--- config.mk ---
export PLATFORM = sky130hd
export DESIGN_NAME = fpAdderTop
export DESIGN_NICKNAME = d
export VERILOG_FILES = /design/src/logic/fpAdderPkg.sv /design/src/logic/fpUnpack.sv /design/src/logic/fpAlign.sv /design/src/logic/fpSpecialCase.sv /design/src/logic/fpAddNormRound.sv /design/src/logic/fpAdderTop.sv
export VERILOG_INCLUDE_DIRS = /design/src /design/src/logic
export SDC_FILE = /design/constraint.sdc
export NUM_CORES = 1
export LEC_CHECK = 0
export BUFFER_PORTS_ARGS = -buffer_cell sky130_fd_sc_hd__buf_2
export CORE_MARGIN = 2
export CORE_UTILIZATION = 33
export DETAILED_ROUTE_END_ITERATION = 10
export SLEW_MARGIN = 15
export SYNTH_ARGS = -nofsm -noshare
export SYNTH_HDL_FRONTEND = slang
export SYNTH_SLANG_ARGS = --single-unit
export TNS_END_PERCENT = 30
--- constraint.sdc ---
create_clock -name clk -period 16.8 [get_ports clk]
set_clock_uncertainty 0.15 [all_clocks]
set_input_delay 1.68 -clock clk [delete_from_list [all_inputs] [get_ports clk]]
set_output_delay 1.68 -clock clk [all_outputs]
set_load 0.005 [all_outputs]
--- src/logic/fpAdder_consts.svh ---
// Binary32 field widths, exponent bias and limit, aligned mantissa width, canonical NaN
`ifndef FP_ADDER_CONSTS_SVH
`define FP_ADDER_CONSTS_SVH

// Field widths of the binary32 format
`define FP_EXP_W    8
`define FP_MAN_W    23

`define FP_BIAS     127
`define FP_EXP_MAX  255          // All-ones exponent, infinity or NaN

// Hidden bit, fraction and 8 extension bits for guard/round/sticky
`define FP_ALIGN_W  32

`define FP_QNAN     32'h7FC0_0000 // Quiet NaN with only the top fraction bit set

`endif

--- src/logic/fpAdderPkg.sv ---
// Opcode enum and packed structs shared by the floating-point adder stages
package fpAdderPkg;

    typedef enum logic
    {
        OP_ADD = 1'b0,
        OP_SUB = 1'b1
    } fpOp;

    typedef logic [31:0] fpWord;

    typedef struct packed
    {
        logic        sign;
        logic [7:0]  exponent;
        logic [22:0] mantissa;
    } fpOperand;

    typedef struct packed
    {
        logic isNaN;
        logic isInf;
        logic isZero;
        logic isSub;
    } fpClass;

    // Output of the input stage, B already sign-flipped for a subtract
    typedef struct packed
    {
        fpOperand operandA;
        fpOperand operandB;
        fpClass   classA;
        fpClass   classB;
    } fpUnpacked;

    typedef struct packed
    {
        logic        signA;
        logic        signB;
        logic [7:0]  exponentOut;
        logic [31:0] alignedMantissaA;
        logic [31:0] alignedMantissaB;
        logic        guardBit;
        logic        roundBit;
        logic        stickyBit;
        logic        bypass;     // Special operand present, arithmetic result unused
    } fpAligned;

    typedef struct packed
    {
        logic invalid;
        logic overflow;
        logic inexact;
    } fpFlags;

    typedef struct packed
    {
        fpWord  result;
        fpFlags flags;
    } fpSpecial;

endpackage

--- src/logic/fpUnpack.sv ---
// Input register, subtract sign flip, field split and operand classification
`timescale 1ns/10ps
`include "fpAdder_consts.svh"

module fpUnpack (
    input  logic                  clk,
    input  logic                  rst,
    input  logic                  inValid,
    input  fpAdderPkg::fpOp       op,
    input  fpAdderPkg::fpWord     operandA,
    input  fpAdderPkg::fpWord     operandB,
    output logic                  stageValid,
    output fpAdderPkg::fpUnpacked unpacked
);

    fpAdderPkg::fpOperand regA;
    fpAdderPkg::fpOperand regB;

    function automatic fpAdderPkg::fpClass classify(input fpAdderPkg::fpOperand x);
        fpAdderPkg::fpClass c;
        logic expOnes;
        logic expZero;
        logic fracZero;
        expOnes  = (x.exponent == `FP_EXP_W'(`FP_EXP_MAX));
        expZero  = (x.exponent == '0);
        fracZero = (x.mantissa == '0);
        c.isNaN  = expOnes & ~fracZero;
        c.isInf  = expOnes & fracZero;
        c.isZero = expZero & fracZero;
        c.isSub  = expZero & ~fracZero;
        return c;
    endfunction

    always_ff @(posedge clk)
    begin
        if (rst)
            stageValid <= 1'b0;
        else
            stageValid <= inValid;
    end

    // Operands are only captured on a strobe
    always_ff @(posedge clk)
    begin
        if (inValid)
        begin
            regA <= operandA;
            // A subtract becomes an add of the negated B
            regB <= {operandB[31] ^ (op == fpAdderPkg::OP_SUB), operandB[30:0]};
        end
    end

    assign unpacked.operandA = regA;
    assign unpacked.operandB = regB;
    assign unpacked.classA   = classify(regA);
    assign unpacked.classB   = classify(regB);

endmodule

--- src/logic/fpAlign.sv ---
// Exponent compare, mantissa alignment, guard/round/sticky and bypass decision
`timescale 1ns/10ps
`include "fpAdder_consts.svh"

module fpAlign (
    input  fpAdderPkg::fpUnpacked unpacked,
    output fpAdderPkg::fpAligned  aligned
);

    fpAdderPkg::fpOperand     opA;
    fpAdderPkg::fpOperand     opB;
    logic [7:0]               expA;
    logic [7:0]               expB;
    logic [`FP_ALIGN_W-1:0]   fullA;
    logic [`FP_ALIGN_W-1:0]   fullB;
    logic                     aLarger;
    logic [7:0]               expDiff;
    logic [5:0]               shiftAmt;
    logic [`FP_ALIGN_W-1:0]   smallFull;
    logic [2*`FP_ALIGN_W-1:0] shiftWide;   // Upper half kept, lower half shifted out

    assign opA = unpacked.operandA;
    assign opB = unpacked.operandB;

    // Subnormals sit at exponent 1 without the hidden bit
    assign expA = unpacked.classA.isSub ? 8'd1 : opA.exponent;
    assign expB = unpacked.classB.isSub ? 8'd1 : opB.exponent;

    assign fullA = {|opA.exponent, opA.mantissa, {(`FP_ALIGN_W-`FP_MAN_W-1){1'b0}}};
    assign fullB = {|opB.exponent, opB.mantissa, {(`FP_ALIGN_W-`FP_MAN_W-1){1'b0}}};

    assign aLarger   = (expA >= expB);
    assign expDiff   = aLarger ? (expA - expB) : (expB - expA);
    assign smallFull = aLarger ? fullB : fullA;

    // Anything past 32 places leaves nothing in the kept half
    assign shiftAmt  = (expDiff > 8'd32) ? 6'd32 : expDiff[5:0];
    assign shiftWide = {smallFull, {`FP_ALIGN_W{1'b0}}} >> shiftAmt;

    always_comb
    begin
        aligned.signA       = opA.sign;
        aligned.signB       = opB.sign;
        aligned.exponentOut = aLarger ? expA : expB;

        if (aLarger)
        begin
            aligned.alignedMantissaA = fullA;
            aligned.alignedMantissaB = shiftWide[2*`FP_ALIGN_W-1:`FP_ALIGN_W];
        end
        else
        begin
            aligned.alignedMantissaA = shiftWide[2*`FP_ALIGN_W-1:`FP_ALIGN_W];
            aligned.alignedMantissaB = fullB;
        end

        // Two bits under the fraction LSB, then everything below them
        aligned.guardBit  = shiftWide[`FP_ALIGN_W+7];
        aligned.roundBit  = shiftWide[`FP_ALIGN_W+6];
        aligned.stickyBit = |shiftWide[`FP_ALIGN_W+5:0];

        aligned.bypass = unpacked.classA.isNaN | unpacked.classB.isNaN |
                         unpacked.classA.isInf | unpacked.classB.isInf |
                         unpacked.classA.isZero | unpacked.classB.isZero;
    end

endmodule

--- src/logic/fpSpecialCase.sv ---
// Result and flags when an operand is NaN, infinity or zero
`timescale 1ns/10ps
`include "fpAdder_consts.svh"

module fpSpecialCase (
    input  fpAdderPkg::fpUnpacked unpacked,
    output fpAdderPkg::fpSpecial  special
);

    fpAdderPkg::fpOperand opA;
    fpAdderPkg::fpOperand opB;
    fpAdderPkg::fpClass   cA;
    fpAdderPkg::fpClass   cB;

    assign opA = unpacked.operandA;
    assign opB = unpacked.operandB;
    assign cA  = unpacked.classA;
    assign cB  = unpacked.classB;

    // Priority follows IEEE 754, NaN first
    always_comb
    begin
        special.flags = '0;
        if (cA.isNaN | cB.isNaN)
            special.result = `FP_QNAN;
        else if (cA.isInf & cB.isInf & (opA.sign != opB.sign))
        begin
            special.result        = `FP_QNAN;   // inf - inf
            special.flags.invalid = 1'b1;
        end
        else if (cA.isInf)
            special.result = opA;
        else if (cB.isInf)
            special.result = opB;
        else if (cA.isZero & cB.isZero)
            special.result = {opA.sign & opB.sign, {(`FP_EXP_W+`FP_MAN_W){1'b0}}};
        else if (cA.isZero)
            special.result = opB;
        else if (cB.isZero)
            special.result = opA;
        else
            special.result = '0;   // Arithmetic path owns this case
    end

endmodule

--- src/logic/fpAddNormRound.sv ---
// Mantissa add/subtract, normalization, nearest-even rounding and output register
`timescale 1ns/10ps
`include "fpAdder_consts.svh"

module fpAddNormRound (
    input  logic                 clk,
    input  logic                 rst,
    input  logic                 stageValid,
    input  fpAdderPkg::fpAligned aligned,
    input  fpAdderPkg::fpSpecial special,
    output logic                 outValid,
    output fpAdderPkg::fpWord    result,
    output fpAdderPkg::fpFlags   flags
);

    // Extended significand is hidden bit, fraction, guard, round, sticky
    logic                   aLarger;
    logic [`FP_MAN_W+3:0]   largeExt;
    logic [`FP_MAN_W+3:0]   smallExt;
    logic                   effSub;
    logic                   resultSign;
    logic [`FP_MAN_W+4:0]   rawSum;
    logic [4:0]             lzCount;
    logic [7:0]             shiftLimit;
    logic [4:0]             leftShift;
    logic [`FP_MAN_W+3:0]   norm;
    logic [8:0]             normExp;
    logic [8:0]             expField;
    logic                   roundUp;
    logic [`FP_MAN_W+8:0]   rounded;   // Exponent field with carry room, then fraction
    fpAdderPkg::fpWord      sumWord;
    fpAdderPkg::fpFlags     sumFlags;

    // The shifted operand always has the smaller magnitude
    assign aLarger = (aligned.alignedMantissaA >= aligned.alignedMantissaB);

    always_comb
    begin
        if (aLarger)
        begin
            largeExt   = {aligned.alignedMantissaA[31:8], 3'b000};
            smallExt   = {aligned.alignedMantissaB[31:8], aligned.guardBit,
                          aligned.roundBit, aligned.stickyBit};
            resultSign = aligned.signA;
        end
        else
        begin
            largeExt   = {aligned.alignedMantissaB[31:8], 3'b000};
            smallExt   = {aligned.alignedMantissaA[31:8], aligned.guardBit,
                          aligned.roundBit, aligned.stickyBit};
            resultSign = aligned.signB;
        end

        effSub = aligned.signA ^ aligned.signB;
        if (effSub)
            rawSum = {1'b0, largeExt} - {1'b0, smallExt};
        else
            rawSum = {1'b0, largeExt} + {1'b0, smallExt};

        lzCount = 5'd0;
        for (int i = 0; i < `FP_MAN_W+4; i++)
        begin
            if (rawSum[i])
                lzCount = 5'(`FP_MAN_W + 3 - i);   // Highest set bit wins
        end

        // Stop at exponent 1 so small results go subnormal
        shiftLimit = aligned.exponentOut - 8'd1;
        leftShift  = ({3'b000, lzCount} > shiftLimit) ? shiftLimit[4:0] : lzCount;

        if (rawSum[`FP_MAN_W+4])
        begin
            norm    = {rawSum[`FP_MAN_W+4:2], rawSum[1] | rawSum[0]};
            normExp = {1'b0, aligned.exponentOut} + 9'd1;
        end
        else
        begin
            norm    = rawSum[`FP_MAN_W+3:0] << leftShift;
            normExp = {1'b0, aligned.exponentOut} - {4'b0000, leftShift};
        end
        expField = norm[`FP_MAN_W+3] ? normExp : 9'd0;

        // Incrementing the packed word carries into the exponent
        roundUp = norm[2] & (norm[1] | norm[0] | norm[3]);
        rounded = {expField, norm[`FP_MAN_W+2:3]} + (`FP_MAN_W+9)'(roundUp);

        sumFlags.invalid  = 1'b0;
        sumFlags.overflow = 1'b0;
        sumFlags.inexact  = norm[2] | norm[1] | norm[0];
        if (rawSum == '0)
            sumWord = '0;   // Exact cancellation gives +0
        else if (rounded[`FP_MAN_W+8:`FP_MAN_W] >= 9'(`FP_EXP_MAX))
        begin
            sumWord           = {resultSign, 8'hFF, {`FP_MAN_W{1'b0}}};
            sumFlags.overflow = 1'b1;
            sumFlags.inexact  = 1'b1;
        end
        else
            sumWord = {resultSign, rounded[`FP_MAN_W+7:0]};
    end

    always_ff @(posedge clk)
    begin
        if (rst)
        begin
            outValid <= 1'b0;
            result   <= '0;
            flags    <= '0;
        end
        else
        begin
            outValid <= stageValid;
            if (stageValid)
            begin
                result <= aligned.bypass ? special.result : sumWord;
                flags  <= aligned.bypass ? special.flags : sumFlags;
            end
        end
    end

endmodule

--- src/logic/fpAdderTop.sv ---
// Two-stage binary32 adder/subtractor top level
`timescale 1ns/10ps
`include "fpAdder_consts.svh"

module fpAdderTop (
    input  logic               clk,
    input  logic               rst,
    input  logic               inValid,
    input  fpAdderPkg::fpOp    op,
    input  fpAdderPkg::fpWord  operandA,
    input  fpAdderPkg::fpWord  operandB,
    output logic               outValid,
    output fpAdderPkg::fpWord  result,
    output fpAdderPkg::fpFlags flags
);

    logic                  stageValid;
    fpAdderPkg::fpUnpacked unpacked;
    fpAdderPkg::fpAligned  aligned;
    fpAdderPkg::fpSpecial  special;

    fpUnpack unpackStage (
        .clk        (clk),
        .rst        (rst),
        .inValid    (inValid),
        .op         (op),
        .operandA   (operandA),
        .operandB   (operandB),
        .stageValid (stageValid),
        .unpacked   (unpacked)
    );

    // Arithmetic and special paths run side by side
    fpAlign alignStage (
        .unpacked (unpacked),
        .aligned  (aligned)
    );

    fpSpecialCase specialStage (
        .unpacked (unpacked),
        .special  (special)
    );

    fpAddNormRound normRoundStage (
        .clk        (clk),
        .rst        (rst),
        .stageValid (stageValid),
        .aligned    (aligned),
        .special    (special),
        .outValid   (outValid),
        .result     (result),
        .flags      (flags)
    );

endmodule

==> results <==
- The core region is ~54000 sq um.
- The sink count of the clock tree is 101.
- The slew at the pin closest to its max-slew limit is 920.7 ps.
- The total of flip-flops plus latches after synthesis is 101.
- The first TritonRoute pass finished after 5 iterations.
- The height of the die is ~240 um.
- Summed over all nets, the half-perimeter wirelength after detailed placement is 84.21 mm.
- The hold violation total from the final report is 0.
- The highest-delay cell along the critical path is sky130_fd_sc_hd__or4_4.
- The clock root buffer is sky130_fd_sc_hd__clkbuf_16.
- The via count of the first global-routing pass was 24453.
- The max-slew violation count came to 0.
- The TritonCTS buffer count is 9.
- The first global-routing pass estimated 150.0 mm of wire.
- After detailed routing, the number of vias per cell comes to 6.082.
- The type of the worst setup path is reg2reg.
- The total via count after detailed routing is approximately 25000.
- Counting flops with a built-in enable in the synthesized netlist gives 64.
- In the final routed layout, each cell accounts on average for 24.87 um.
- Counting I/O delays and the setup requirement, the final critical path takes about 17000 ps.
- The initial cell density of the core is 0.3345.
- Setup repair after global routing could not meet its margin everywhere.
- The total of endpoints with negative setup slack in the final report is 25.
- The global-route total usage across every layer is 0.3485.
- Of all nets on the critical path, the largest fanout is 10.
- Entering global routing, the biggest net connects 66 pins.
- The cell repeated most along the worst path is sky130_fd_sc_hd__buf_4.
- For this run, the top clock speed supported by timing is between 0.05 and 0.06 GHz.
- From synthesis to final layout, the design area changed by 59.24%.
- The primary flip-flop cell chosen by synthesis mapping is sky130_fd_sc_hd__edfxtp_1.
- In this run the critical register-to-register path is launched from unpackStage.unpacked[59]$_DFFE_PP_.
- In the final layout, the share of cells above drive strength 1 is 0.4449.
- For this design the top-level I/O count stands at 104.
- The sequential cells in the finished layout cover a total of about 2700 sq um.
- The finished layout holds 4164 standard cells, fillers aside.
- Of the available clock period, the critical path in the final layout requires 1.023.
- In this run the number of H-tree levels came out at 3.
- The number of nets still failing antenna checks after routing is 0.
- The filler cells instantiated in the layout total ~5200.
- The clock latency of the later-clocked register in the worst-skew pair is about 390 ps.
- The data arrival time at the worst-slack endpoint is 17260 ps.
- The number of buffers inserted by port buffering is a little over 100.
- The clock passes through at most 2 buffers.
- In this run, distinct cell masters in the synthesized netlist total 125.
- The initialized floorplan defines 85 standard-cell rows.
- The quantity of hold-fixing buffers added after cts is 0.
- After the first detailed-routing iteration, the DRC count stood at between 2000 and 3000.
- The launching element of the worst setup path is unpackStage.unpacked[59]$_DFFE_PP_.
- Across all setup checks in the final design, the least slack found is -382.8 ps.
- The mean instance size in the synthesized netlist is 7.349 sq um.
- The sequential-to-total area share from yosys stat is 0.1473.
- The final routed DRC violation total is 0.
- The startpoint of the lowest-slack hold path is normRoundStage.result[19]$_SDFFE_PP0P_.
- The worst slew margin relative to its limit is 0.3686.
- For this block, the routed nets add up to 103.6 mm of wire.
- The class of the worst hold path is reg2reg.
- The async set-or-reset flop fraction in the synthesized netlist is 0.
- The count of max-cap constraint violations is 0.
- The run finished, with violations left.
- The final reports fail on negative setup slack.
- The endpoint kind of the worst setup timing path is a flip-flop.
- Leaving out fill and tap cells, the most frequent cells in the layout are sky130_fd_sc_hd__buf_4, sky130_fd_sc_hd__nand2_1, sky130_fd_sc_hd__nor2_1.
- The final weighted congestion of routability-driven global placement is 1.058.
- The clock tree from TritonCTS is built.
- In the final design database the tool counted 3615 nets.
- The required arrival time at the worst endpoint is 16870 ps.
- The utilization of the core after routing is 0.5326.
- The Yosys step of the flow raised 0 warnings.
- The library cell used most frequently in the layout, excluding fill and tap cells, is sky130_fd_sc_hd__buf_4.
- The total instance count after detailed placement is 4019.
- The floorplan step set the die width to 238.0 um.
- The worst setup path is launched from a flip-flop.
- The cell count after synthesis came out at ~2500.
- The longest individual stage delay on the worst path is 580 ps.
- The initial antenna violation count is 4.
- After clock tree synthesis, the clock-pin slew on the worst setup and hold paths is 80 ps.
- The post-synth net total is approximately 2600.
- The mapped cell area is between 15000 and 20000 sq um.
- The floorplan step defined a die boundary enclosing 56650 sq um.
- The area used by multi-input combinational logic is 15770 sq um.
- The total grt overflow is 0.
[metal layers]
metal,vias to the layer above,share of wire,wire length [um],track usage
li1,11495,-,-,-
met5,-,0.00024,25,0
met4,4,0.056,5835,0.1595
met3,318,0.084,8750,0.06478
met2,1386,0.45,46290,0.5696
met1,12124,0.41,42680,0.4448
[cells by family after synthesis]
group,after synthesis,synth area share
AND/OR/NAND/NOR,893,0.2466
flip-flops,101,0.1473
adder cells (fa/ha/maj),86,0.06079
AO/OA/AOI/OAI,883,0.3521
buffers and inverters,268,0.06557
XOR/XNOR,97,0.04971
multiplexers,131,0.07782
[critical path, delay by kind of cell (launching register included)]
family                     cells  cell delay [ps]
adders and majority gates      5             1250
and+or+nand+nor               21             4900
xor gates and xnor gates       1              140
DFF                            1              490
AOI/OAI and AO/OA             40             7140
buffers and inverters         18             2540
muxes                          1              360
[state kept, by name, indices dropped and copies added (netlist names)]
name and cells:
normRoundStage.outValid 1, unpackStage.unpacked 64, normRoundStage.flags 3, unpackStage.stageValid 1
normRoundStage.result 32
[synthesized netlist by cell type (10+ instances only)]
master,instances,area [sq um]
sky130_fd_sc_hd__nand2_1,257,964.7
sky130_fd_sc_hd__nor2_1,212,795.8
sky130_fd_sc_hd__a21oi_1,174,870.8
sky130_fd_sc_hd__o21ai_0,119,595.6
sky130_fd_sc_hd__clkbuf_1,100,375.4
sky130_fd_sc_hd__mux2i_1,96,960.9
sky130_fd_sc_hd__inv_1,90,337.8
sky130_fd_sc_hd__ha_1,83,1039
sky130_fd_sc_hd__nand3_1,77,385.4
sky130_fd_sc_hd__nor3_1,67,335.3
sky130_fd_sc_hd__edfxtp_1,64,1922
sky130_fd_sc_hd__xnor2_1,61,534.3
sky130_fd_sc_hd__a211oi_1,60,450.4
sky130_fd_sc_hd__a31oi_1,39,244.0
sky130_fd_sc_hd__dfxtp_1,37,740.7
sky130_fd_sc_hd__nand4_1,37,231.5
sky130_fd_sc_hd__nor4_1,37,231.5
sky130_fd_sc_hd__o211ai_1,37,277.8
sky130_fd_sc_hd__buf_2,34,170.2
sky130_fd_sc_hd__o22ai_1,34,212.7
sky130_fd_sc_hd__and2_1,33,206.5
sky130_fd_sc_hd__and3_1,32,200.2
sky130_fd_sc_hd__o31ai_1,32,240.2
sky130_fd_sc_hd__xor2_1,31,271.5
sky130_fd_sc_hd__a22o_1,28,245.2
sky130_fd_sc_hd__mux2_2,28,315.3
sky130_fd_sc_hd__a21o_1,27,202.7
sky130_fd_sc_hd__o21a_1,22,165.2
sky130_fd_sc_hd__o21ai_1,21,105.1
sky130_fd_sc_hd__a221oi_1,20,175.2
sky130_fd_sc_hd__a32oi_1,20,175.2
sky130_fd_sc_hd__a311oi_1,19,166.4
sky130_fd_sc_hd__or3_1,19,118.9
sky130_fd_sc_hd__a22oi_1,17,127.6
sky130_fd_sc_hd__buf_1,17,63.81
sky130_fd_sc_hd__nor2b_1,15,93.84
sky130_fd_sc_hd__o21bai_1,15,112.6
sky130_fd_sc_hd__a211o_1,14,122.6
sky130_fd_sc_hd__buf_6,13,146.4
sky130_fd_sc_hd__nand2b_1,13,81.33
sky130_fd_sc_hd__or4_1,13,97.59
sky130_fd_sc_hd__o22a_1,12,105.1
sky130_fd_sc_hd__buf_4,10,75.07
sky130_fd_sc_hd__or2_2,10,62.56
[final timing paths]
kind / to / slack (ps) / cells past startpoint
setup / recovery: normRoundStage.result[16]$_SDFFE_PP0P_ / -380 / 86
hold / removal: normRoundStage.result[19]$_SDFFE_PP0P_ / 330 / 2
setup reg to reg: normRoundStage.result[16]$_SDFFE_PP0P_ / -380 / 86
hold reg to reg: normRoundStage.result[19]$_SDFFE_PP0P_ / 330 / 2
[cell type report]
type	count	share of cell area
flip-flops and latches	101	0.09257
well taps	696	0.03026
inverters	93	0.01222
clock buffers	12	0.009305
clock inverters	4	0.001217
multi-input cells	2091	0.5481
repair buffers	1165	0.3062
diodes	2	0.0001739
[through the flow]
step / setup WS, ps / hold WS (ps) / instance area [sq um] / setup TNS (ps)
floorplan: 25.24 / 312.7 / 18110 / 0
global placement: -1105 / 305.7 / 25820 / -32340
detailed placement: -1327 / 313.8 / 25820 / -38650
CTS: 4.919 / 324.8 / 27380 / 0
global route: -1082 / 349.6 / 28770 / -30400
finish: -382.8 / 327.3 / 28780 / -7935
[repair_timing]
| action | 4_1_cts | 5_1_grt |
|---|---|---|
| hold endpoints to repair | 0 | 0 |
| endpoints found under the setup margin | 33 | 33 |
| pin swaps | 46 | 103 |
| gates resized for setup | 142 | 220 |
| buffers inserted | 65 | 57 |
| gates cloned | 3 | 4 |
Power is not shown: default switching activity piles up to over one toggle a cycle in this logic, so the estimate is an artifact.
